==> config.mk <==
export PLATFORM = sky130hd
export DESIGN_NAME = wait_timer
export DESIGN_NICKNAME = d
export VERILOG_FILES = /design/src/wait_timer.sv
export SDC_FILE = /design/constraint.sdc
export NUM_CORES = 1
export LEC_CHECK = 0
export BUFFER_PORTS_ARGS = -buffer_cell sky130_fd_sc_hd__buf_2
export CORE_AREA = 4 4 41 43
export CTS_CLUSTER_SIZE = 10
export DETAILED_ROUTE_END_ITERATION = 12
export DIE_AREA = 0 0 45 47
export GPL_TIMING_DRIVEN = 0
export SYNTH_ARGS = -nofsm -noshare
export SYNTH_HDL_FRONTEND = slang
export SYNTH_SLANG_ARGS = --single-unit
export TNS_END_PERCENT = 30
==> constraint.sdc <==
create_clock -name cpu_bus -period 2 [get_ports cpu_bus]
set_input_delay 0.4 -clock cpu_bus [delete_from_list [all_inputs] [get_ports cpu_bus]]
set_output_delay 0.4 -clock cpu_bus [all_outputs]
set_load 0.02 [all_outputs]
==> src/wait_timer.sv <==
`timescale 1ns/1ps

module wait_timer #(
    parameter int wait_cycles = 2
) (
    input  logic cpu_bus,
    input  logic rst,
    input  logic start,
    output logic done
);

    localparam int cnt_w = (wait_cycles > 0) ? $clog2(wait_cycles + 1) : 1;

    logic [cnt_w-1:0] cnt;   // Remaining wait states
    logic             busy;  // Counting an access

    // Pulse on the cycle the count has run out
    assign done = busy && (cnt == '0);

    always_ff @(posedge cpu_bus) begin
        if (rst) begin
            cnt  <= '0;
            busy <= 1'b0;
        end else if (start) begin
            cnt  <= cnt_w'(wait_cycles);  // Reload, also restarts a running count
            busy <= 1'b1;
        end else if (busy) begin
            if (cnt == '0) begin
                busy <= 1'b0;  // Done seen this cycle
            end else begin
                cnt <= cnt - 1'b1;
            end
        end
    end

endmodule

==> results.env <==
DIE_AREA_SQ_UM=2120
WORST_CASE_REG_TO_REG_PATH_DEPTH=3
GRT_ANTENNA_BEFORE_REPAIR=0
CLK_LATENCY_PS=230
REPORT.FINAL.HOLD_VIOL_COUNT=0
GRT_UTIL_ALL_LAYERS_PCT=3.39
SETUP_VIOL_COUNT_FINAL=0
WORST_PATH_LARGEST_CELL_DELAY_PS=310
RR_STARTPOINT='cnt[0]'
DETAILROUTE.VIA_COUNT=111
LAYOUT.CELLS.MOST_COMMON_LIST='3 x dfxtp_1, 3 x clkbuf_4, 3 x buf_2'
TIMING_WORST_SETUP_PATH_TYPE='flip-flop to output port'
GRT_MAX_DEGREE=5
R2R-END='cnt[1]'
DRC=0
NUMCLOCKSINKS=3
GRT_OVERFLOW_TOTAL=0
POST_CTS.REPAIR.SETUP_BUFFERS=0
TIGHTESTPINTRANSITION_PS=141
GRT_PASS1_VIAS=111
CP.REQUIRED_PS=1600
CRIT_PATH_START_KIND='flip-flop'
REPORT.FINAL.SLEW_VIOL_COUNT=0
TOTAL_POWER_mW=0.184
PLACEMENT_ROWS=13
FLOORPLAN.DIE.WIDTH_MICRONS=45
MIN-DELAY-PATH-CLASS='primary input to flip-flop'
MAX_CAP_VIOLATIONS=0
WL_MICRONS=228
POWER.IR.VDD_WORST_V=0.000110
OUTCOME='complete, no violations'
CP-END-KIND='output port'
CRITICAL_PATH_PEAK_FANOUT=4
YS_WARN_COUNT=0
FMAXACHIEVABLE_MHz=750
FILLERINSTANCES=154
NUM_CTS_BUFFERS=3
DETAIL_ROUTE.VIAS_PER_CELL=3.17
FIN_HOLD_WS_PS=363
CRITICAL_PATH.SLOWEST_CELL='dfxtp_1'
GRT_SETUP_UNREPAIRED='false'
PLACE_WORST_SETUP_SLACK_PS=902
FIRST_PASS_GRT_WIRE_LENGTH_MICRONS=400
MIN_PERIOD_OVER_PERIOD_PCT=66.7
ROUTED_ANTENNA_NETS=0
DRIVE_GT1_SHARE_PCT=35.0
DETAIL_ROUTE.FIRST_PASS.ITERATIONS=2
SYNTH_AREA_PER_CELL_SQ_UM=9.14
TIMING.CLOCK.SKEW_PS=1.62
CORE_AREA_SQ_UM=1300
N_ANTENNA_CELL=0
MAXSLEWHEADROOM_PCT=90.5
YS_SEQ_AREA_SHARE_PCT=50.5
POST_SYNTH_NUM_CELL_TYPES=8
CTS_RESIZED=0
SYNTH-SEQ-CELLS=3
CTSHOLDBUFFERS=0
SETUP_TOTAL_NEGATIVE_SLACK_PS=0
WORST_HOLD_DEPTH=2
FLOORPLAN.INITIALDENSITY_PCT=9.13
SYNTH.NET_COUNT=16
CTS_TREE='built'
DRTITER0DRC=1
CRIT_PATH_CELL_TRACE='nand2b_1 > nor2_1 > buf_2'
I_O_PIN_TOTAL=4
CLKSLEWWORSTSETUPHOLDPATHS_PS=30
SYNTHESIZED_INSTANCE_COUNT=13
WORST_ENDPOINT_DATA_ARRIVAL_TIME_PS=930
FINAL_CORE_UTIL_PCT=13.8
HTREE_LEVELS=1
AREA_GROWTH_SYN_TO_LAYOUT_PCT=50.5
POWER_DENSITY_nW_PER_UM2=1030
CRIT_END='done'
CTS_MAX_PATH_BUFFERS=2
DIE_HEIGHT_MICRONS=47
NETLIST_AREA_SQ_UM=119
CRIT_START='cnt[0]'
HOLD_START='rst'
WL_PER_CELL_MICRONS=6.51
GP_CONGESTION=0.583
FINALCRITICALPERIOD_PS=1330
MINIMUM_SETUP_SLACK_IN_THE_FINAL_DESIGN_PS=666
HALF_PERIMETER_WIRE_LENGTH_AFTER_PLACEMENT_MICRONS=170
REGTOREGSETUPSLACK_PS=1230
PORT_BUFFERS=3
NNETSFINAL=24
TOTAL_LEAKAGE_POWER_nW=0.0716
CTS_ROOT_BUF='clkbuf_4'
==> worst min-delay path by stage <==
stage | to
floorplan | cnt[0]
global placement | busy
detailed placement | cnt[0]
CTS | cnt[0]
global route | cnt[0]
finish | cnt[0]
==> per-stage QoR <==
step,cells,cell area [sq um]
after global routing,35,179
after detailed placement,31,153
after CTS,35,179
after floorplan,13,119
final,35,179
after global placement,31,153
==> layer usage <==
metal  global-route usage [%]  vias up  wire [microns]
li1                         -       58               -
met1                     2.94       46              88
met2                     3.11        5              88
met3                     3.83        2              36
met4                     5.26        0              14
met5                        0        -               0
==> kinds of logic after synthesis <==
group,Yosys count,share of synthesized area [%]
compound gates,4,23.2
buf+inv,1,3.15
flops,3,50.5
simple gates,5,23.2
==> worst max-delay path, delay by kind of cell (launching register included) <==
family | cells | cell delay [ps]
DFF | 1 | 310
buffers and inverters | 1 | 160
and+or+nand+nor | 2 | 230
==> synthesized netlist by cell type, drive strengths merged <==
| cell type | instances | area, sq um |
|---|---|---|
| dfxtp | 3 | 60.1 |
| a21oi | 2 | 10.0 |
| nand2b | 2 | 12.5 |
| nor2 | 2 | 7.51 |
| a211oi | 1 | 12.5 |
| inv | 1 | 3.75 |
| nand3b | 1 | 7.51 |
| o21ai | 1 | 5.00 |
==> cell type report <==
type / instances / area, sq um / area share [%]
Inverter: 1 / 3.75 / 2.10
Sequential cell: 3 / 60.1 / 33.6
Multi-Input combinational cell: 9 / 55.1 / 30.8
Timing Repair Buffer: 3 / 15.0 / 8.39
Clock buffer: 4 / 26.3 / 14.7
Tap cell: 15 / 18.8 / 10.5
==> where the power goes <==
part           leakage, nW  total [mW]  internal, mW  switching, mW
registers           0.0248      0.0659        0.0634        0.00252
clock network       0.0150       0.106        0.0748         0.0312
logic               0.0318      0.0122       0.00544        0.00681
total               0.0716       0.184         0.144         0.0405
==> registers in the layout, summed over array words and instances (netlist names) <==
| register | flops |
|---|---|
| busy | 1 |
| cnt | 2 |
Note: power is estimated with default switching activity, not from simulation.
