<file path="config.mk">
export PLATFORM = sky130hd
export DESIGN_NAME = req_queue
export DESIGN_NICKNAME = d
export VERILOG_FILES = /design/src/msx_bus_pkg.sv /design/src/req_queue.sv
export SDC_FILE = /design/constraint.sdc
export NUM_CORES = 1
export LEC_CHECK = 0
export ABC_AREA = 1
export BUFFER_PORTS_ARGS = -buffer_cell sky130_fd_sc_hd__buf_4
export CORE_MARGIN = 4
export CORE_UTILIZATION = 51
export CTS_CLUSTER_DIAMETER = 30
export DETAILED_ROUTE_END_ITERATION = 16
export PLACE_DENSITY = 0.84
export SLEW_MARGIN = 20
export SYNTH_ARGS = -nofsm -noshare
export SYNTH_HDL_FRONTEND = slang
export SYNTH_SLANG_ARGS = --single-unit
</file>
<file path="constraint.sdc">
create_clock -name cpu_bus -period 1.62 [get_ports cpu_bus]
set_input_delay 0.243 -clock cpu_bus [delete_from_list [all_inputs] [get_ports cpu_bus]]
set_output_delay 0.243 -clock cpu_bus [all_outputs]
set_load 0.02 [all_outputs]
</file>
<file path="src/msx_bus_pkg.sv">
// Z80 side of the cartridge slot
// Widths seen by the host and the byte driven when nothing answers
package msx_bus_pkg;

    // CPU address bus, 64 KiB space
    localparam int cpu_addr_w = 16;

    // CPU data bus
    localparam int cpu_data_w = 8;

    // Pulled-up data bus value
    // Returned for unmapped reads and for every write cycle
    localparam logic [cpu_data_w-1:0] idle_byte = 8'hFF;

endpackage

</file>
<file path="src/req_queue.sv">
`timescale 1ns/1ps

module req_queue
    import msx_bus_pkg::*;
#(
    parameter int queue_depth = 4
) (
    input  logic                  cpu_bus,
    input  logic                  rst,
    input  logic                  push,
    input  logic [cpu_addr_w-1:0] push_addr,
    input  logic [cpu_data_w-1:0] push_wdata,
    input  logic                  push_wr,
    input  logic                  pop,
    output logic                  head_valid,
    output logic [cpu_addr_w-1:0] head_addr,
    output logic [cpu_data_w-1:0] head_wdata,
    output logic                  head_wr,
    output logic                  credit_ret
);

    localparam int ptr_w = (queue_depth > 1) ? $clog2(queue_depth) : 1;
    localparam int cnt_w = $clog2(queue_depth + 1);

    logic [cpu_addr_w-1:0] addr_mem  [queue_depth];  // Request payload, no reset
    logic [cpu_data_w-1:0] wdata_mem [queue_depth];
    logic                  wr_mem    [queue_depth];

    logic [ptr_w-1:0] wr_ptr;
    logic [ptr_w-1:0] rd_ptr;
    logic [cnt_w-1:0] count;   // Occupancy
    logic             do_pop;  // Pop of a real entry

    assign head_valid = (count != '0);
    assign head_addr  = addr_mem[rd_ptr];   // Head is read straight from storage
    assign head_wdata = wdata_mem[rd_ptr];
    assign head_wr    = wr_mem[rd_ptr];
    assign do_pop     = pop && head_valid;
    assign credit_ret = do_pop;             // One credit back per popped request

    always_ff @(posedge cpu_bus) begin
        if (push) begin
            addr_mem[wr_ptr]  <= push_addr;
            wdata_mem[wr_ptr] <= push_wdata;
            wr_mem[wr_ptr]    <= push_wr;
        end
    end

    always_ff @(posedge cpu_bus) begin
        if (rst) begin
            wr_ptr <= '0;
            rd_ptr <= '0;
            count  <= '0;
        end else begin
            if (push) begin
                wr_ptr <= (wr_ptr == ptr_w'(queue_depth - 1)) ? '0 : wr_ptr + 1'b1;  // Wrap
            end
            if (do_pop) begin
                rd_ptr <= (rd_ptr == ptr_w'(queue_depth - 1)) ? '0 : rd_ptr + 1'b1;
            end
            case ({push, do_pop})
                2'b10:   count <= count + 1'b1;
                2'b01:   count <= count - 1'b1;
                default: ;  // Both or neither, level unchanged
            endcase
        end
    end

    // Host spent a credit it did not hold
    a_no_push_full: assert property (@(posedge cpu_bus) disable iff (rst)
        push |-> (count != cnt_w'(queue_depth)));

    // Sequencer only pops what the queue offered
    a_no_pop_empty: assert property (@(posedge cpu_bus) disable iff (rst)
        pop |-> head_valid);

endmodule

</file>
==> results.py <==
metrics = {
    "run_status": {
        "status": "finished with violations",
        "violations": "setup timing",
    },
    "clock_network": {
        "cts.path.max_buffers": 2,
        "cts_sinks": 109,
        "holdBufCountCts": 0,
        "cts_buffers": 9,
        "clk_latency_ns": 0.38,
        "htreeDepth": 3,
        "cts_tree": "done",
        "clockRootBuffer": "clkbuf_8",
        "cts.clk_slew.worst_paths_ns": 0.10,
    },
    "sta": {
        "finalWorstSetupSlack_ns": -0.1493,
        "worstMarginPinSlew_ns": 0.2318,
        "period_minus_slack_ns": 1.769,
        "rsz0062_at_grt": "yes",
        "skew_ns": 0.01188,
        "relSlewSlack_pct": 84.55,
        "setup_viol": 25,
        "clock.fmax_mhz": 565.2,
        "finalCritPeriodShare_pct": 109.2,
        "tns_ns": -2.575,
        "finalMaxSlewViolations": 0,
        "final_hold_viol_count": 0,
    },
    "synth": {
        "synth.mux.area_fraction_pct": 0,
        "syn_area_mm2": 0.004290,
        "synth_cell_types": 23,
        "synthAdderAreaFrac_pct": 2.216,
        "synth-warning-count": 0,
        "avgSynthCellArea_um2": 14.07,
        "synth_nets": 341,
        "synth-simple-area-share_pct": 6.620,
        "syn_inst": 305,
        "synth_xor_area_share_pct": 0,
        "synth_top_family_by_area": "compound AO/OA/AOI/OAI gates",
        "synth_compound_area_share_pct": 12.42,
        "synth_seq_area_share_pct": 74.19,
        "synth-seq-cells": 109,
    },
    "placed_design": {
        "dpl_cell_area_mm2": 0.004956,
        "gp_congestion": 0.7570,
        "port_buffers": 55,
        "dpl.hpwl_um": 5327,
    },
    "final_layout": {
        "drive_gt1_share_pct": 43.58,
        "finalNetCount": 428,
        "diodes": 0,
        "syn_to_final_growth_pct": 34.41,
        "final_common_cell": "edfxtp_1",
        "post-route-cell-area_mm2": 0.005767,
        "layout_common_cells": "edfxtp_1, buf_4, nor2_1",
        "utilization_pct": 70.18,
    },
    "floorplan": {
        "die_area_mm2": 0.009944,
        "rows": 33,
        "num_io_pins": 56,
        "initial_core_util_pct": 52.22,
        "core_area_mm2": 0.008217,
        "die_y_um": 99.72,
        "die_w_um": 99.72,
    },
    "pwr": {
        "irDropWorstVdd_v": 0.0008437,
        "p_leak_nw": 2.152,
        "p_per_area_mw_per_mm2": 1445,
    },
    "min_path": {
        "hp-start": "rst",
        "hold_class": "in2reg",
    },
    "worst_setup_path": {
        "critPathKind": "reg2out",
        "worst_setup_path_start_kind": "flop",
        "worstReg2RegStart": "count[0]",
        "worst-endpoint-arrival_ns": 1.53,
        "cp_max_fo": 5,
        "ff2ff_path_depth": 11,
        "required_ns": 1.38,
        "reg2reg_slack_ns": 0.02,
        "r2r_end": "count[2]",
        "cp-endpoint": "head_addr[14]",
        "endpoint_kind": "output pin",
    },
    "job": {
        "cap_violations": 0,
    },
    "drt": {
        "drc": 0,
        "wl_met2_um": 5489,
        "drt_wl_total_um": 10200,
        "dr.pass1.iters": 4,
        "wl_per_cell_um": 20.32,
        "vias": 2815,
        "ant_nets": 0,
        "via_per_inst": 5.608,
        "top_layer_used": "met4",
        "initialDrtViolationCount": 147,
        "drt-met1-wl_um": 3911,
        "route.met3.wl_um": 603,
    },
    "grt": {
        "grt_start_max_net_pins": 26,
        "grt_pass1_wl_um": 13970,
        "grt_pass1_vias": 2788,
        "grt_overflow": 0,
        "antenna_found_initial": 0,
        "grt_use_total_pct": 18.49,
    },
}
-- through the flow --
stage                     cells  setup slack, ns  power [mW]  hold slack, ns
after floorplan             305          0.01513       4.812          0.3154
after global placement      467           0.1116       5.629          0.4121
after detailed placement    467          0.03878       5.711          0.4151
after CTS                   485         -0.09545       7.548         0.01691
after global routing        502          -0.1906       8.685         0.01434
final                       502          -0.1493       8.335         0.02447
-- worst max-delay path, cell delays in order, from the launching register on --
cell       delay, ns
dfxtp_4         0.38
buf_12          0.15
clkinv_16       0.07
buf_6           0.13
o21ai_2         0.15
o22ai_2         0.12
buf_6           0.15
-- registers in the layout, indices dropped and copies added, names as in the netlist, named ones only --
register / count
wdata_mem: 32
addr_mem: 64
wr_mem: 4
rd_ptr: 2
wr_ptr: 2
count: 3
-- area by class of cell --
type	count	area [um^2]
fill	504	2450
multi-input combinational	163	1106
clock buffer	10	127.6
timing repair buffer	90	1011
inverter	18	101.3
sequential	109	3192
clock inverter	6	86.33
tap	105	131.4
timing repair inverter	1	11.26
-- synthesized netlist by cell type --
cell      number  area, um^2
o22ai_1       24       150.1
inv_1         16       60.06
nand4_1        1       6.260
nand2_1       10       37.54
o21ai_0        8       40.04
buf_2          4       20.02
o21ai_2       20       175.2
or2_2          1       6.260
nor3_1         1       5.000
buf_4          5       37.54
buf_6          6       67.56
edfxtp_1     100        3003
ha_1           6       75.07
o21ai_1       25       125.1
o22ai_2        1       12.51
inv_4          1       6.260
nand3_1        4       20.02
dfxtp_1        9       180.2
inv_2          1       3.750
and2_1         1       6.260
a21oi_1        6       30.03
nor2_1        54       202.7
fa_1           1       20.02
-- per-layer routing --
metal | track usage (%) | vias up
met2 | 32.38 | 102
met1 | 21.86 | 1406
li1 | - | 1290
met5 | 0 | -
met4 | 7.458 | 0
met3 | 4.418 | 17
-- power by group --
group	total (mW)	internal [mW]	switching (mW)
registers	3.33	3.25	0.0842
logic	3.23	1.52	1.71
clock network	1.78	0.873	0.904
total	8.33	5.64	2.70
-- worst min-delay path by stage --
stage | endpoint | cells past startpoint
global placement | wr_ptr[0] | 2
finish | wr_ptr[0] | 2
CTS | wr_ptr[0] | 2
global route | wr_ptr[0] | 2
floorplan | wr_ptr[0] | 1
detailed placement | wr_ptr[0] | 2
-- cells by family (layout without fill, tap and decap cells) --
kind of cell,count (synthesis),after routing
adder cells (fa/ha/maj),7,7
flip-flops,109,109
AND/OR/NAND/NOR,72,72
AO/OA/AOI/OAI,84,84
buffers and inverters,33,125
-- timing repair --
| item | CTS | global route |
|---|---|---|
| gates resized for setup | 13 | 70 |
| setup endpoints to repair | 24 | 27 |
| gates cloned | 1 | 9 |
| setup buffers | 1 | 8 |
| endpoints found under the hold margin | 0 | 0 |
| pin swaps | 2 | 18 |
(Power assumes the default switching activity.)
