[src/msx_bus_pkg.sv]
// Z80 side of the cartridge slot
// Widths seen by the host and the byte driven when nothing answers
package msx_bus_pkg;

    // CPU address bus, 64 KiB space
    localparam int cpu_addr_w = 16;

    // CPU data bus
    localparam int cpu_data_w = 8;

    // Pulled-up data bus value
    // Returned for unmapped reads and for every write cycle
    localparam logic [cpu_data_w-1:0] idle_byte = 8'hFF;

endpackage

[src/cart_map_pkg.sv]
// Game Master 2 mapper layout and cartridge memory addressing
package cart_map_pkg;

    // Flat memory address, same width as the memory side of the core
    localparam int mem_addr_w = 27;

    // Bank register: [3:0] ROM bank, [4] SRAM enable, [5] SRAM page
    typedef logic [5:0] bank_t;

    localparam int bank_rom_msb   = 3;  // Top bit of the ROM bank field
    localparam int bank_sram_en   = 4;  // Window maps to SRAM when set
    localparam int bank_sram_page = 5;  // Selects one of the two 4 KiB pages

    // Power-on banks for the 6000h, 8000h and A000h windows
    localparam bank_t bank1_rst = 6'd1;
    localparam bank_t bank2_rst = 6'd2;
    localparam bank_t bank3_rst = 6'd3;

    // Target of one access
    typedef enum logic [1:0] {
        sel_none = 2'd0,  // Nothing responds
        sel_rom  = 2'd1,
        sel_sram = 2'd2
    } sel_t;

    // One address word, read back through the view named by sel_t
    typedef union packed {
        struct packed {
            logic [mem_addr_w-18:0] pad;     // Always zero
            logic [3:0]             bank;    // 8 KiB ROM bank
            logic [12:0]            offset;  // Byte inside the bank
        } rom_view;
        struct packed {
            logic [mem_addr_w-14:0] pad;     // Always zero
            logic                   page;    // SRAM page
            logic [11:0]            offset;  // Byte inside the 4 KiB page
        } sram_view;
    } mem_addr_u;

endpackage

[src/gm2_bank_mapper.sv]
`timescale 1ns/1ps

module gm2_bank_mapper
    import msx_bus_pkg::*;
    import cart_map_pkg::*;
(
    input  logic                  cpu_bus,
    input  logic                  rst,
    input  logic [cpu_addr_w-1:0] addr,
    input  logic [cpu_data_w-1:0] wdata,
    input  logic                  wr,
    input  logic                  commit,
    output sel_t                  sel,
    output mem_addr_u             mem_addr,
    output logic                  sram_we
);

    bank_t bank1;     // 6000h window
    bank_t bank2;     // 8000h window
    bank_t bank3;     // A000h window
    bank_t win_bank;  // Bank of the window addr falls in

    logic in_window;  // 4000h-BFFFh
    logic b_page;     // Bxxx is the only SRAM write range
    logic sram_hit;

    assign in_window = addr[15] ^ addr[14];
    assign b_page    = (addr[15:12] == 4'hB);

    // SRAM takes reads anywhere in its window, writes only in Bxxx
    assign sram_hit = in_window && win_bank[bank_sram_en] && (!wr || b_page);
    assign sram_we  = sram_hit && wr;

    // Bank switch on any committed register write, even with the window on SRAM
    always_ff @(posedge cpu_bus) begin
        if (rst) begin
            bank1 <= bank1_rst;
            bank2 <= bank2_rst;
            bank3 <= bank3_rst;
        end else if (commit && wr) begin
            case (addr[15:12])
                4'h6:    bank1 <= wdata[5:0];
                4'h8:    bank2 <= wdata[5:0];
                4'hA:    bank3 <= wdata[5:0];
                default: ;  // Not a register
            endcase
        end
    end

    always_comb begin
        case (addr[15:13])
            3'b010:  win_bank = '0;     // 4000h fixed to bank 0
            3'b011:  win_bank = bank1;
            3'b100:  win_bank = bank2;
            default: win_bank = bank3;  // A000h and anything outside the window
        endcase
    end

    always_comb begin
        sel      = sel_none;
        mem_addr = '0;
        if (sram_hit) begin
            sel                       = sel_sram;
            mem_addr.sram_view.page   = win_bank[bank_sram_page];
            mem_addr.sram_view.offset = addr[11:0];  // 4 KiB mirrored twice per window
        end else if (in_window && !wr) begin
            sel                      = sel_rom;
            mem_addr.rom_view.bank   = win_bank[bank_rom_msb:0];
            mem_addr.rom_view.offset = addr[12:0];
        end
    end

    a_we_sram: assert property (@(posedge cpu_bus) disable iff (rst)
        sram_we |-> (sel == sel_sram));

endmodule

[config.mk]
export PLATFORM = sky130hd
export DESIGN_NAME = gm2_bank_mapper
export DESIGN_NICKNAME = d
export VERILOG_FILES = /design/src/msx_bus_pkg.sv /design/src/cart_map_pkg.sv /design/src/gm2_bank_mapper.sv
export SDC_FILE = /design/constraint.sdc
export NUM_CORES = 1
export LEC_CHECK = 0
export BUFFER_PORTS_ARGS = -buffer_cell sky130_fd_sc_hd__buf_2
export CAP_MARGIN = 20
export CORE_ASPECT_RATIO = 2
export CORE_UTILIZATION = 40
export CTS_CLUSTER_DIAMETER = 100
export DETAILED_ROUTE_END_ITERATION = 7
export PLACE_DENSITY = 0.71
export SETUP_SLACK_MARGIN = 0.3
export SLEW_MARGIN = 25
export SYNTH_ARGS = -nofsm -noshare
export SYNTH_HDL_FRONTEND = slang
export SYNTH_SLANG_ARGS = --single-unit
[constraint.sdc]
create_clock -name cpu_bus -period 1.99 [get_ports cpu_bus]
set_clock_uncertainty 0.05 [all_clocks]
set_input_delay 0.0995 -clock cpu_bus [delete_from_list [all_inputs] [get_ports cpu_bus]]
set_output_delay 0.0995 -clock cpu_bus [all_outputs]
set_load 0.02 [all_outputs]
==> run_results.csv <==
group,metric,value,unit
logic_synthesis,synth_edf_count,0,
cells_and_area,multi_input_area,772,um^2
worst_hold_path,min_from,"wdata[1]",
placed_design,io_buffers,45,
timing,hold_viol_final,0,
logic_synthesis,yosys.area.top_type,"dfxtp_1",
logic_synthesis,syn_avg_cell_area,9.20,um^2
placed_design,routabilityCongestion,0.743,
critical_path,critPathRequiredTime,1840,ps
placed_design,place_inst,197,
detailed_routing,drtPass1Iterations,3,
detailed_routing,drt_iter0_drc,12,
critical_path,crit_family,"simple AND/OR/NAND/NOR gates",
critical_path,crit_start,"bank2[4]",
clock_tree,cts_tree,"built",
cells_and_area,nNetsFinal,203,
global_route,grt_pass1_wl,4.18,mm
logic_synthesis,synthArstFlopShare,0,
floorplan,die_x,40.4,um
cells_and_area,fin_area,0.00151,mm^2
power_and_ir_drop,p_leak,0.749,nW
timing,period_share,0.919,
logic_synthesis,synth_top_area_frac,0.306,
detailed_routing,postRouteAntennaNets,0,
floorplan,dieHeight,78.7,um
detailed_routing,route.vias.total,1053,
placed_design,dp_hpwl,2.18,mm
critical_path,critPathKind,"register to output port",
floorplan,io_pins,58,
cells_and_area,final_cells,201,
global_route,overflow,0,
power_and_ir_drop,total_power,877,uW
cells_and_area,area_growth,28.3,%
cells_and_area,final.fill_count,265,
clock_tree,worstSkewPairLatency,250,ps
logic_synthesis,yosys_warnings,0,
timing,rsz0062_at_grt,"true",
power_and_ir_drop,ir_worst_vdd,0.000558,V
critical_path,reg2reg_slack,1100,ps
clock_tree,clkTransAtPathRegs,70,ps
logic_synthesis,synth_area,0.00118,mm^2
logic_synthesis,ys_types,32,
logic_synthesis,ys_seq_area_frac,0.306,
timing,tns,0,ps
timing,slew_headroom,0.642,
timing,holdWs,29.3,ps
cells_and_area,insertedDiodeCount,0,
clock_tree,clock-sinks,18,
critical_path,critPathLaunchType,"register",
floorplan,dieArea,0.00318,mm^2
clock_tree,root_buffer,"clkbuf_8",
timing,slew_viol_final,0,
power_and_ir_drop,powerDensity,581,mW/mm^2
global_route,grtUsageTotal,0.183,
clock_tree,cts_hold_buf,0,
critical_path,crit_buf_inv,1,
timing,max_freq,547,MHz
worst_hold_path,min_path_type,"input pin to register",
critical_path,r2r-start,"bank3[0]",
logic_synthesis,synth.most_common_cell,"nor2_1",
detailed_routing,totalWireLength,2.67,mm
detailed_routing,wl_per_cell,13.3,um
floorplan,core,0.00277,mm^2
clock_tree,cts_setup_buffers,0,
critical_path,path_cells,"and3b_1 > a211o_1 > and2_4 > mux2_4 > buf_6",
logic_synthesis,synthTopCellsByCount,"nor2_1, dfxtp_1, mux2i_1, nor2b_1, buf_4",
global_route,antenna_found_initial,0,
critical_path,crit_slowest_cell,"dfxtp_2",
global_route,grt_max_degree,19,
status,status,"finished, final reports clean",
logic_synthesis,synth_top_flop_cell,"dfxtp_1",
critical_path,arrival,1680,ps
critical_path,cp_max_fo,6,
timing,finalCriticalPeriod,1830,ps
placed_design,placement.cell_area,0.00143,mm^2
timing,tightest_slew,535,ps
floorplan,rows,27,
detailed_routing,routed_via_density,5.24,
clock_tree,htree_num_levels,1,
logic_synthesis,ys_ff_latch,18,
critical_path,endpoint_kind,"output port",
run,cap_violations,0,
critical_path,critPathMaxStageDelay,320,ps
clock_tree,cts_buffers,3,
timing,setup_viol,0,
logic_synthesis,postSynthCellCount,128,
cells_and_area,register_area,362,um^2
cells_and_area,drive_above_1_share,0.372,
floorplan,start_util,0.425,
clock_tree,cts_max_path_buffers,2,
detailed_routing,route.detailed.drc,0,
global_route,grt_pass1_vias,1017,
logic_synthesis,yosys-top-cells-area,"dfxtp_1, mux2i_1, nor2b_1, buf_4, nor2_1",
through the flow:
step	util	worst slack, ps
2_1_floorplan	-	317
3_3_place_gp	0.517	272
3_5_place_dp	0.517	252
4_1_cts	0.544	156
5_1_grt	0.545	97.3
6_report	0.545	161
area by class of cell:
cell class                      count  area share
Timing Repair Buffer               48       0.179
Tap cell                           29      0.0240
Inverter                            4     0.00994
Multi-Input combinational cell     98       0.511
Clock buffer                        4      0.0365
Sequential cell                    18       0.239
placed cells by master, fill, tap and decap left out, drive strengths merged, types with 3 or more instances in the layout:
| cell | netlist | layout |
|---|---|---|
| a221oi | 5 | 5 |
| nor2 | 19 | 19 |
| nor2b | 15 | 15 |
| inv | 4 | 4 |
| clkbuf | 4 | 4 |
| a211o | 5 | 5 |
| dfxtp | 18 | 18 |
| conb | 1 | 10 |
| buf | 13 | 48 |
| mux2i | 18 | 18 |
| and2 | 3 | 3 |
| a2111oi | 4 | 4 |
flip-flops by register name, indices dropped and copies added (netlist names):
register and flops:
bank1 6, bank3 6, bank2 6
where the power goes:
group / total, mW / switching [mW] / internal, mW / leakage (nW)
Clock: 0.297 / 0.121 / 0.176 / 0.0288
Combinational: 0.215 / 0.130 / 0.0844 / 0.574
Sequential: 0.365 / 0.00191 / 0.363 / 0.146
cells by family after synthesis:
logic type / count (synthesis) / share of synthesized area
muxes: 19 / 0.166
DFF: 18 / 0.306
and+or+nand+nor: 49 / 0.239
AOI/OAI and AO/OA: 18 / 0.155
other: 1 / 0.00319
buffers and inverters: 21 / 0.109
adders and majority gates: 2 / 0.0213
what timing repair did:
action,in CTS,in global routing
setup endpoints to repair,18,19
pin swaps,5,0
gates resized for setup,8,1
path summary, 6_finish.rpt:
kind                       end  cells after the start
hold / removal        bank3[1]                      2
setup / recovery  mem_addr[12]                      5
hold reg to reg       bank1[0]                      1
setup reg to reg      bank3[0]                      2
per-layer routing:
layer	track usage	vias to the layer above	part of all wire
li1	-	518	-
met1	0.178	480	0.35
met2	0.333	49	0.55
met3	0.0168	6	0.068
met4	0.103	0	0.024
met5	0	-	0
(Power assumes the default switching activity.)
