<file path="config.mk">
export PLATFORM = sky130hd
export DESIGN_NAME = slot_access_fsm
export DESIGN_NICKNAME = d
export VERILOG_FILES = /design/src/slot_access_fsm.sv
export SDC_FILE = /design/constraint.sdc
export NUM_CORES = 1
export LEC_CHECK = 0
export BUFFER_PORTS_ARGS = -buffer_cell sky130_fd_sc_hd__buf_4
export CAP_MARGIN = 20
export CORE_AREA = 2 2 39 41
export DETAILED_ROUTE_END_ITERATION = 8
export DIE_AREA = 0 0 41 43
export PLACE_DENSITY = 0.3
export SKIP_CTS_REPAIR_TIMING = 1
export SLEW_MARGIN = 20
export SYNTH_ARGS = -nofsm -noshare
export SYNTH_HDL_FRONTEND = slang
export SYNTH_SLANG_ARGS = --single-unit
export TNS_END_PERCENT = 1
</file>
<file path="constraint.sdc">
create_clock -name cpu_bus -period 1.53 [get_ports cpu_bus]
set_clock_uncertainty 0.2 [all_clocks]
set_input_delay 0 -clock cpu_bus [delete_from_list [all_inputs] [get_ports cpu_bus]]
set_output_delay 0 -clock cpu_bus [all_outputs]
set_load 0.05 [all_outputs]
</file>
<file path="src/slot_access_fsm.sv">
`timescale 1ns/1ps

module slot_access_fsm (
    input  logic cpu_bus,
    input  logic rst,
    input  logic q_valid,
    input  logic tmr_done,
    output logic q_pop,
    output logic latch_en,
    output logic tmr_start,
    output logic bus_commit,
    output logic rsp_valid
);

    localparam logic [2:0] st_idle   = 3'd0;  // Waiting for a queued request
    localparam logic [2:0] st_latch  = 3'd1;  // Request held, mapper settling
    localparam logic [2:0] st_wait   = 3'd2;  // Wait states
    localparam logic [2:0] st_access = 3'd3;  // Memory strobe
    localparam logic [2:0] st_resp   = 3'd4;  // Data back to the host

    logic [2:0] state;
    logic [2:0] state_nxt;

    // Pop, latch and timer start all fire together on the head request
    assign q_pop      = (state == st_idle) && q_valid;
    assign latch_en   = q_pop;       // Head captured before the pointer moves
    assign tmr_start  = q_pop;       // Wait states counted from the pop
    assign bus_commit = (state == st_access);
    assign rsp_valid  = (state == st_resp);

    always_comb begin
        state_nxt = state;
        case (state)
            st_idle: begin
                if (q_valid) begin
                    state_nxt = st_latch;
                end
            end
            st_latch: begin
                // Zero wait states finish here already
                state_nxt = tmr_done ? st_access : st_wait;
            end
            st_wait: begin
                if (tmr_done) begin
                    state_nxt = st_access;
                end
            end
            st_access: state_nxt = st_resp;
            st_resp:   state_nxt = st_idle;
            default:   state_nxt = st_idle;  // Unused codes recover
        endcase
    end

    always_ff @(posedge cpu_bus) begin
        if (rst) begin
            state <= st_idle;
        end else begin
            state <= state_nxt;
        end
    end

    // Every memory strobe is answered exactly once, on the next cycle
    a_commit_rsp: assert property (@(posedge cpu_bus) disable iff (rst)
        bus_commit |-> !rsp_valid ##1 (rsp_valid && !bus_commit));

    // Timer only finishes while an access is being stretched
    a_done_window: assert property (@(posedge cpu_bus) disable iff (rst)
        tmr_done |-> (state == st_latch || state == st_wait));

endmodule

</file>
==> results.sh, run 1 <==
export IMPL_setup_violations=0
export IMPL_die_width_um=41
export IMPL_viasPerCell=3.614
export IMPL_stdcell_count=44
export IMPL_synthXorXnorAreaFrac_pct=5.785
export IMPL_synth_compound_area_share_pct=14.88
export IMPL_numCtsBuffers=3
export IMPL_synth_area_mux_share_pct=0
export IMPL_cts_sinks=3
export IMPL_critPathKind="flip-flop to primary output"
export IMPL_yosysWarningCount=0
export IMPL_avgSynthCellArea_um2=9.462
export IMPL_port_buffers=8
export IMPL_ys_seq_area_share_pct=39.67
export IMPL_grt_start_max_net_pins=7
export IMPL_diodes=0
export IMPL_gp_congestion=0.6002
export IMPL_critPathCaptureType="primary output"
export IMPL_final_cell_mix="buf_4, clkbuf_4, buf_6"
export IMPL_drv_cap=0
export IMPL_p_leak_nw=0.1200
export IMPL_cp_startpoint="state[0]$_SDFFE_PP0P_"
export IMPL_crit_path_max_fanout=6
export IMPL_ios=9
export IMPL_reg2reg_to="state[0]$_SDFFE_PP0P_"
export IMPL_reg2reg_from="state[1]$_SDFFE_PP0P_"
export IMPL_synth_seq_cells=3
export IMPL_crit_end="tmr_start"
export IMPL_start_kind="flip-flop"
export IMPL_reg_top3="state: 3 flops"
export IMPL_drc_errors=0
export IMPL_reg2reg_slack_ns=0.30
export IMPL_grtUsageMet1_pct=6.090
export IMPL_drive_above_1_share_pct=57.14
export IMPL_wire_per_inst_um=8.955
export IMPL_synthTopCellsByArea="dfxtp_1, a2111oi_2, buf_4, nor3b_1, nor3_1"
export IMPL_hp_class="primary input to flip-flop"
export IMPL_root_buffer="clkbuf_4"
export IMPL_fin_crit_ns=1.398
export IMPL_grt_pass1_vias=156
export IMPL_die_y_um=43
export IMPL_rsz0062_at_grt="no"
export IMPL_met2_usage_pct=6.563
export IMPL_drv_slew=0
export IMPL_dp_cells=38
export IMPL_first_pass_iters=4
export IMPL_nFillCells=158
export IMPL_synth_top_area_share_pct=39.67
export IMPL_grt_pass1_wl_um=614
export IMPL_status="finished clean"
export IMPL_synth_simple_area_share_pct=29.75
export IMPL_max_freq_ghz=0.7154
export IMPL_hold_viol_final=0
export IMPL_final_common_cell="buf_4"
export IMPL_clock_latency_ns=0.24
export IMPL_grt_remaining_overflow=0
export IMPL_fin_crit_sh_pct=91.36
export IMPL_design_core_area_um2=1384
export IMPL_antenna_left=0
export IMPL_synth_top_family_by_area="simple AND/OR/NAND/NOR gates"
export IMPL_ir_worst_vdd_v=0.0004543
export IMPL_synthAdderAreaFrac_pct=0
export IMPL_gr_usage_met3_pct=7.853
export IMPL_top_register="state"
export IMPL_clk_pin_slew_ns=0.04
export IMPL_syn_area_um2=151.4
export IMPL_grt_usage_pct=5.817
export IMPL_vias=159
export IMPL_whs_ns=0.1943
export IMPL_place_ws_ns=0.3072
export IMPL_area_growth_pct=94.22
export IMPL_drtIter0Drc=1
export IMPL_rows=14
export IMPL_power_density_nw_per_um2=1586
export IMPL_gr_max_usage_layer="met3"
export IMPL_tightest_slew_ns=0.3283
export IMPL_cp_required_ns=1.33
export IMPL_cts_tree="yes"
export IMPL_p_total_mw=0.4664
export IMPL_yosys_area_top_type="dfxtp_1"
export IMPL_totalWireLength_um=394
export IMPL_cts_htree_levels=1
export IMPL_synthesis_nets=20
export IMPL_cp_arrival_ns=1.20
export IMPL_grt_antenna_before_repair=0
export IMPL_relSlewSlack_pct=78.08
export IMPL_largest_reg_flops=3
export IMPL_dieArea_um2=1763
export IMPL_synthDistinctLibCells=11
export IMPL_fin_ws_ns=0.1323
export IMPL_reg2reg_depth=2
export IMPL_final_nets=33
export IMPL_cts_buffer_depth=2
export IMPL_synth_cells=16
export IMPL_initial_core_util_pct=10.94
per-stage QoR:
step	cell area, um^2	TNS [ns]	utilization [%]
finish	294.0	0	21.25
global route	294.0	0	21.25
CTS	252.7	0	18.26
detailed placement	226.5	0	16.37
global placement	226.5	0	16.37
floorplan	161.4	-0.4133	-
per-layer routing:
layer  up-vias  wire (um)
li1         78          -
met4         0          0
met2         9        146
met1        72        185
met3         0         62
met5         -          0
how the worst min path moves through the flow:
| stage | startpoint | endpoint | slack, ns | depth (start not counted) |
|---|---|---|---|---|
| final | q_valid | state[0]$_SDFFE_PP0P_ | 0.19 | 4 |
| after global routing | q_valid | state[0]$_SDFFE_PP0P_ | 0.26 | 4 |
| after CTS | rst | state[0]$_SDFFE_PP0P_ | -0.26 | 2 |
| after detailed placement | rst | state[0]$_SDFFE_PP0P_ | -0.007 | 2 |
| after global placement | rst | state[0]$_SDFFE_PP0P_ | -0.006 | 2 |
| after floorplan | rst | state[0]$_SDFFE_PP0P_ | -0.13 | 1 |
worst max-delay path: stages, from the launching register on:
cell and delay [ns]:
dfxtp_2 0.35, nor2b_2 0.14, nor3b_4 0.27, buf_6 0.20
synth_stat cells (all sizes together):
library cell,number
buf,2
nand2,1
xnor2,1
dfxtp,3
nor2b,1
nor3b,2
nor2,1
nand2b,1
a211oi,1
nor3,2
a2111oi,1
logic make-up (layout without fill, tap and decap cells):
family                 after synthesis  after routing
AND/OR/NAND/NOR                      8              8
XOR/XNOR                             1              1
AO/OA/AOI/OAI                        2              2
flip-flops                           3              3
buffers and inverters                2             14
where the power goes:
group          internal, mW  switching (mW)  total, mW
Combinational        0.0826           0.114      0.196
Sequential           0.0948          0.0329      0.128
Clock                0.0980          0.0444      0.142
cell type report:
class	count	area, um^2	area share (%)
clock buffer	4	26.28	8.936
multi-input combinational	11	95.09	32.34
sequential	3	61.31	20.85
tap	16	20.02	6.809
timing repair buffer	10	91.34	31.06
(Power assumes the default switching activity.)
==> run 2: changes to the inputs <==
--- a/config.mk
+++ b/config.mk
@@ -6,11 +6,12 @@
 export NUM_CORES = 1
 export LEC_CHECK = 0
 export BUFFER_PORTS_ARGS = -buffer_cell sky130_fd_sc_hd__buf_4
-export CAP_MARGIN = 20
+export CELL_PAD_IN_SITES_DETAIL_PLACEMENT = 1
+export CELL_PAD_IN_SITES_GLOBAL_PLACEMENT = 2
 export CORE_AREA = 2 2 39 41
 export DETAILED_ROUTE_END_ITERATION = 8
 export DIE_AREA = 0 0 41 43
-export PLACE_DENSITY = 0.3
+export PLACE_DENSITY = 0.44
 export SKIP_CTS_REPAIR_TIMING = 1
 export SLEW_MARGIN = 20
 export SYNTH_ARGS = -nofsm -noshare
==> run 2 against run 1 <==
Global-route usage shrank 0.21 points. Register-to-register slack about the same. Utilization unchanged. Routed wire length down 1.3%. Die area unchanged. Sequential cell count is the same. First-iteration DRC count grew to 5.0 times the previous value. Non-clock buffer count did not move. Fmax is 0.48% lower. Critical path type unchanged. Critical endpoint unchanged. Largest cell class unchanged. Highest routed layer unchanged.
==> results.sh, run 2 (same netlist as run 1, synthesis figures left out) <==
export IMPL_status="finished clean"
export IMPL_gp_congestion=0.5048
export IMPL_initial_core_util_pct=10.94
export IMPL_critPathKind="flip-flop to primary output"
export IMPL_cp_arrival_ns=1.20
export IMPL_clock_latency_ns=0.23
export IMPL_ir_worst_vdd_v=0.0003762
export IMPL_drc_errors=0
export IMPL_rsz0062_at_grt="no"
export IMPL_diodes=0
export IMPL_die_width_um=41
export IMPL_critPathMaxStageDelay_ns=0.35
export IMPL_grt_pass1_vias=144
export IMPL_area_growth_pct=94.22
export IMPL_wire_per_inst_um=8.841
export IMPL_hp_class="primary input to flip-flop"
export IMPL_port_buffers=8
export IMPL_grt_start_max_net_pins=7
export IMPL_drv_slew=0
export IMPL_max_freq_ghz=0.7120
export IMPL_nFillCells=166
export IMPL_setup_violations=0
export IMPL_cts_sinks=3
export IMPL_hold_viol_final=0
export IMPL_grt_usage_pct=5.611
export IMPL_critPathCaptureType="primary output"
export IMPL_rows=14
export IMPL_totalWireLength_um=389
export IMPL_top_register="state"
export IMPL_numCtsBuffers=3
export IMPL_die_y_um=43
export IMPL_relSlewSlack_pct=78.41
export IMPL_vias=159
export IMPL_grt_antenna_before_repair=0
export IMPL_whs_ns=0.2078
export IMPL_hpwl_um=290.2
export IMPL_drtIter0Drc=5
export IMPL_cts_htree_levels=1
export IMPL_dieArea_um2=1763
export IMPL_worst_hold_path_num_cells=4
export IMPL_drv_cap=0
export IMPL_final_common_cell="buf_4"
export IMPL_final_nets=33
export IMPL_reg_top3="state: 3 flops"
export IMPL_reg2reg_depth=2
export IMPL_cts_tree="yes"
export IMPL_cp_required_ns=1.33
export IMPL_crit_chain="nor2b_2 -> nor3b_4 -> buf_6"
export IMPL_fin_crit_ns=1.405
export IMPL_clk_pin_slew_ns=0.04
export IMPL_ios=9
export IMPL_largest_reg_flops=3
export IMPL_fin_crit_sh_pct=91.80
export IMPL_final_cell_mix="buf_4, clkbuf_4, buf_6"
export IMPL_p_leak_nw=0.1200
export IMPL_viasPerCell=3.614
export IMPL_drive_above_1_share_pct=57.14
export IMPL_grt_pass1_wl_um=614
export IMPL_p_total_mw=0.4622
export IMPL_design_core_area_um2=1384
export IMPL_grt_remaining_overflow=0
export IMPL_tightest_slew_ns=0.3234
export IMPL_crit_slowest_cell="dfxtp_2"
export IMPL_cts_buffer_depth=2
export IMPL_power_density_nw_per_um2=1572
export IMPL_start_kind="flip-flop"
export IMPL_crit_path_max_fanout=6
export IMPL_antenna_left=0
export IMPL_root_buffer="clkbuf_4"
export IMPL_first_pass_iters=3
[run 2: cell counts in the layout (fill, tap and decap cells not counted)]
No cell type changed its count.
[run 2: worst paths after layout]
path                            slack, ns                  start               endpoint
worst max-delay path                 0.13  state[0]$_SDFFE_PP0P_              tmr_start
worst min-delay path                 0.21                q_valid  state[0]$_SDFFE_PP0P_
worst max register to register       0.29  state[1]$_SDFFE_PP0P_  state[0]$_SDFFE_PP0P_
worst min register to register       0.35  state[0]$_SDFFE_PP0P_  state[2]$_SDFFE_PP0P_
[run 2: cell type report]
cell class,instances,area [um^2],share of cell area [%]
Clock buffer,4,26.28,8.936
Multi-Input combinational cell,11,95.09,32.34
Sequential cell,3,61.31,20.85
Tap cell,16,20.02,6.809
Timing Repair Buffer,10,91.34,31.06
[run 2: metal layers]
layer / GRT usage, % / share of wire, % / vias to the layer above / wire, um
li1: - / - / 80 / -
met1: 7.029 / 50 / 72 / 194
met2: 5.625 / 40 / 7 / 157
met3: 5.236 / 9.5 / 0 / 37
met4: 4.000 / 0 / 0 / 0
met5: 0 / 0 / - / 0
[run 2: critical path, delay by kind of cell, from the launching register on]
kind | cells | cell delay [ns]
flops | 1 | 0.35
simple gates | 2 | 0.42
buf+inv | 1 | 0.20
[run 2: report_power, final]
group,switching (mW),internal [mW],leakage [nW]
combinational,0.113,0.0825,0.0801
clock,0.0394,0.0976,0.0150
sequential,0.0344,0.0950,0.0249
total,0.187,0.275,0.120
[run 2: stage by stage]
| step | area (um^2) | utilization [%] | setup TNS, ns | worst slack, ns | std cells |
|---|---|---|---|---|---|
| 2_1_floorplan | 161.4 | - | -0.4133 | -0.2066 | 16 |
| 3_3_place_gp | 226.5 | 16.37 | 0 | 0.3157 | 38 |
| 3_5_place_dp | 226.5 | 16.37 | 0 | 0.2769 | 38 |
| 4_1_cts | 252.7 | 18.26 | 0 | 0.04419 | 42 |
| 5_1_grt | 294.0 | 21.25 | 0 | 0.008045 | 44 |
| 6_report | 294.0 | 21.25 | 0 | 0.1255 | 44 |
==> run 3: changes to the inputs <==
--- a/config.mk
+++ b/config.mk
@@ -12,6 +12,7 @@
 export DETAILED_ROUTE_END_ITERATION = 8
 export DIE_AREA = 0 0 41 43
 export PLACE_DENSITY = 0.44
+export RECOVER_POWER = 100
 export SKIP_CTS_REPAIR_TIMING = 1
 export SLEW_MARGIN = 20
 export SYNTH_ARGS = -nofsm -noshare
==> run 3 against run 2 <==
Power down 2.3%. Register-to-register slack worse by 0.03 ns. Highest routed layer unchanged. Fmax hardly changed. First-iteration DRC count did not move. Sequential cell count unchanged. Setup slack worse by 0.0011 ns. Combinational power is 5% lower. Sequential share of layout area increased by 0.83 points.
==> results.sh, run 3 (same netlist as run 1, synthesis figures left out) <==
export IMPL_wire_per_inst_um=9.045
export IMPL_fin_crit_ns=1.406
export IMPL_dieArea_um2=1763
export IMPL_numCtsBuffers=3
export IMPL_viasPerCell=3.636
export IMPL_crit_slowest_cell="dfxtp_2"
export IMPL_critPathKind="flip-flop to primary output"
export IMPL_timing_setup_tns_ns=0
export IMPL_relSlewSlack_pct=76.67
export IMPL_diodes=0
export IMPL_hp_class="primary input to flip-flop"
export IMPL_port_buffers=8
export IMPL_vias=160
export IMPL_grt_pass1_vias=144
export IMPL_ios=9
export IMPL_status="finished clean"
export IMPL_antenna_left=0
export IMPL_critPathCaptureType="primary output"
export IMPL_first_pass_iters=3
export IMPL_cp_arrival_ns=1.21
export IMPL_worst_hold_path_num_cells=4
export IMPL_grt_usage_pct=5.611
export IMPL_drive_above_1_share_pct=53.57
export IMPL_reg2reg_depth=2
export IMPL_rows=14
export IMPL_place_ws_ns=0.2769
export IMPL_cts_sinks=3
export IMPL_drtIter0Drc=5
export IMPL_totalWireLength_um=398
export IMPL_initial_core_util_pct=10.94
export IMPL_max_freq_ghz=0.7114
export IMPL_rsz0062_at_grt="no"
export IMPL_power_density_nw_per_um2=1596
export IMPL_grt_pass1_wl_um=614
export IMPL_design_core_area_um2=1384
export IMPL_area_growth_pct=86.78
export IMPL_clock_latency_ns=0.23
export IMPL_p_total_mw=0.4514
export IMPL_hold_viol_final=0
export IMPL_root_buffer="clkbuf_4"
export IMPL_final_nets=33
export IMPL_whs_ns=0.1661
export IMPL_crit_path_max_fanout=6
export IMPL_reg_top3="state: 3 flops"
export IMPL_reg2reg_slack_ns=0.26
export IMPL_setup_violations=0
export IMPL_fin_crit_sh_pct=91.87
export IMPL_drc_errors=0
export IMPL_clk_pin_slew_ns=0.04
export IMPL_gp_congestion=0.5048
export IMPL_final_cell_mix="clkbuf_4, buf_4, buf_6"
export IMPL_drv_cap=0
export IMPL_ir_worst_vdd_v=0.0003751
export IMPL_stdcell_count=44
export IMPL_critPathMaxStageDelay_ns=0.35
export IMPL_top_register="state"
export IMPL_grt_start_max_net_pins=7
export IMPL_cts_tree="yes"
export IMPL_grt_antenna_before_repair=0
export IMPL_cp_required_ns=1.33
export IMPL_fin_ws_ns=0.1244
export IMPL_grt_remaining_overflow=0
export IMPL_crit_chain="nor2b_2 -> nor3b_4 -> buf_6"
export IMPL_tightest_slew_ns=0.3412
export IMPL_cts_buffer_depth=2
export IMPL_nFillCells=169
export IMPL_die_width_um=41
export IMPL_drv_slew=0
export IMPL_die_y_um=43
export IMPL_start_kind="flip-flop"
export IMPL_p_leak_nw=0.1183
export IMPL_cts_htree_levels=1
export IMPL_hpwl_um=290.2
export IMPL_dp_cells=38
export IMPL_largest_reg_flops=3
## run 3: cell count changes in the layout (fill, tap and decap cells not counted)
| cell | before | now |
|---|---|---|
| buf_2 | 0 | 1 |
| buf_4 | 5 | 3 |
| clkbuf_2 | 0 | 1 |
| a2111oi_0 | 0 | 1 |
| a2111oi_2 | 1 | 0 |
## run 3: cell type report
| cell class | instances | area, um^2 | share of cell area, % |
|---|---|---|---|
| Clock buffer | 4 | 26.28 | 9.292 |
| Multi-Input combinational cell | 11 | 88.84 | 31.42 |
| Sequential cell | 3 | 61.31 | 21.68 |
| Tap cell | 16 | 20.02 | 7.080 |
| Timing Repair Buffer | 10 | 86.33 | 30.53 |
## run 3: through the flow
| stage | utilization, % | area [um^2] |
|---|---|---|
| after floorplan | - | 161.4 |
| after global placement | 16.37 | 226.5 |
| after detailed placement | 16.37 | 226.5 |
| after CTS | 18.26 | 252.7 |
| after global routing | 20.43 | 282.8 |
| final | 20.43 | 282.8 |
## run 3: path summary, 6_finish.rpt
check,end,start
max,tmr_start,state[0]$_SDFFE_PP0P_
min,state[0]$_SDFFE_PP0P_,q_valid
max reg2reg,state[0]$_SDFFE_PP0P_,state[1]$_SDFFE_PP0P_
min reg2reg,state[2]$_SDFFE_PP0P_,state[0]$_SDFFE_PP0P_
## run 3: power by group
| part | total, mW | internal, mW | switching [mW] |
|---|---|---|---|
| clock network | 0.137 | 0.0976 | 0.0390 |
| logic | 0.187 | 0.0763 | 0.111 |
| registers | 0.128 | 0.0950 | 0.0330 |
## run 3: critical path, delay by kind of cell, from the launching register on
family	cells	cell delay (ns)
buffers and inverters	1	0.20
AND/OR/NAND/NOR	2	0.42
flip-flops	1	0.35
## run 3: layer usage
metal	vias to the layer above	wire length, um	global-route usage, %
li1	78	-	-
met1	75	203	7.029
met2	7	157	5.625
met3	0	37	5.236
met4	0	0	4.000
met5	-	0	0
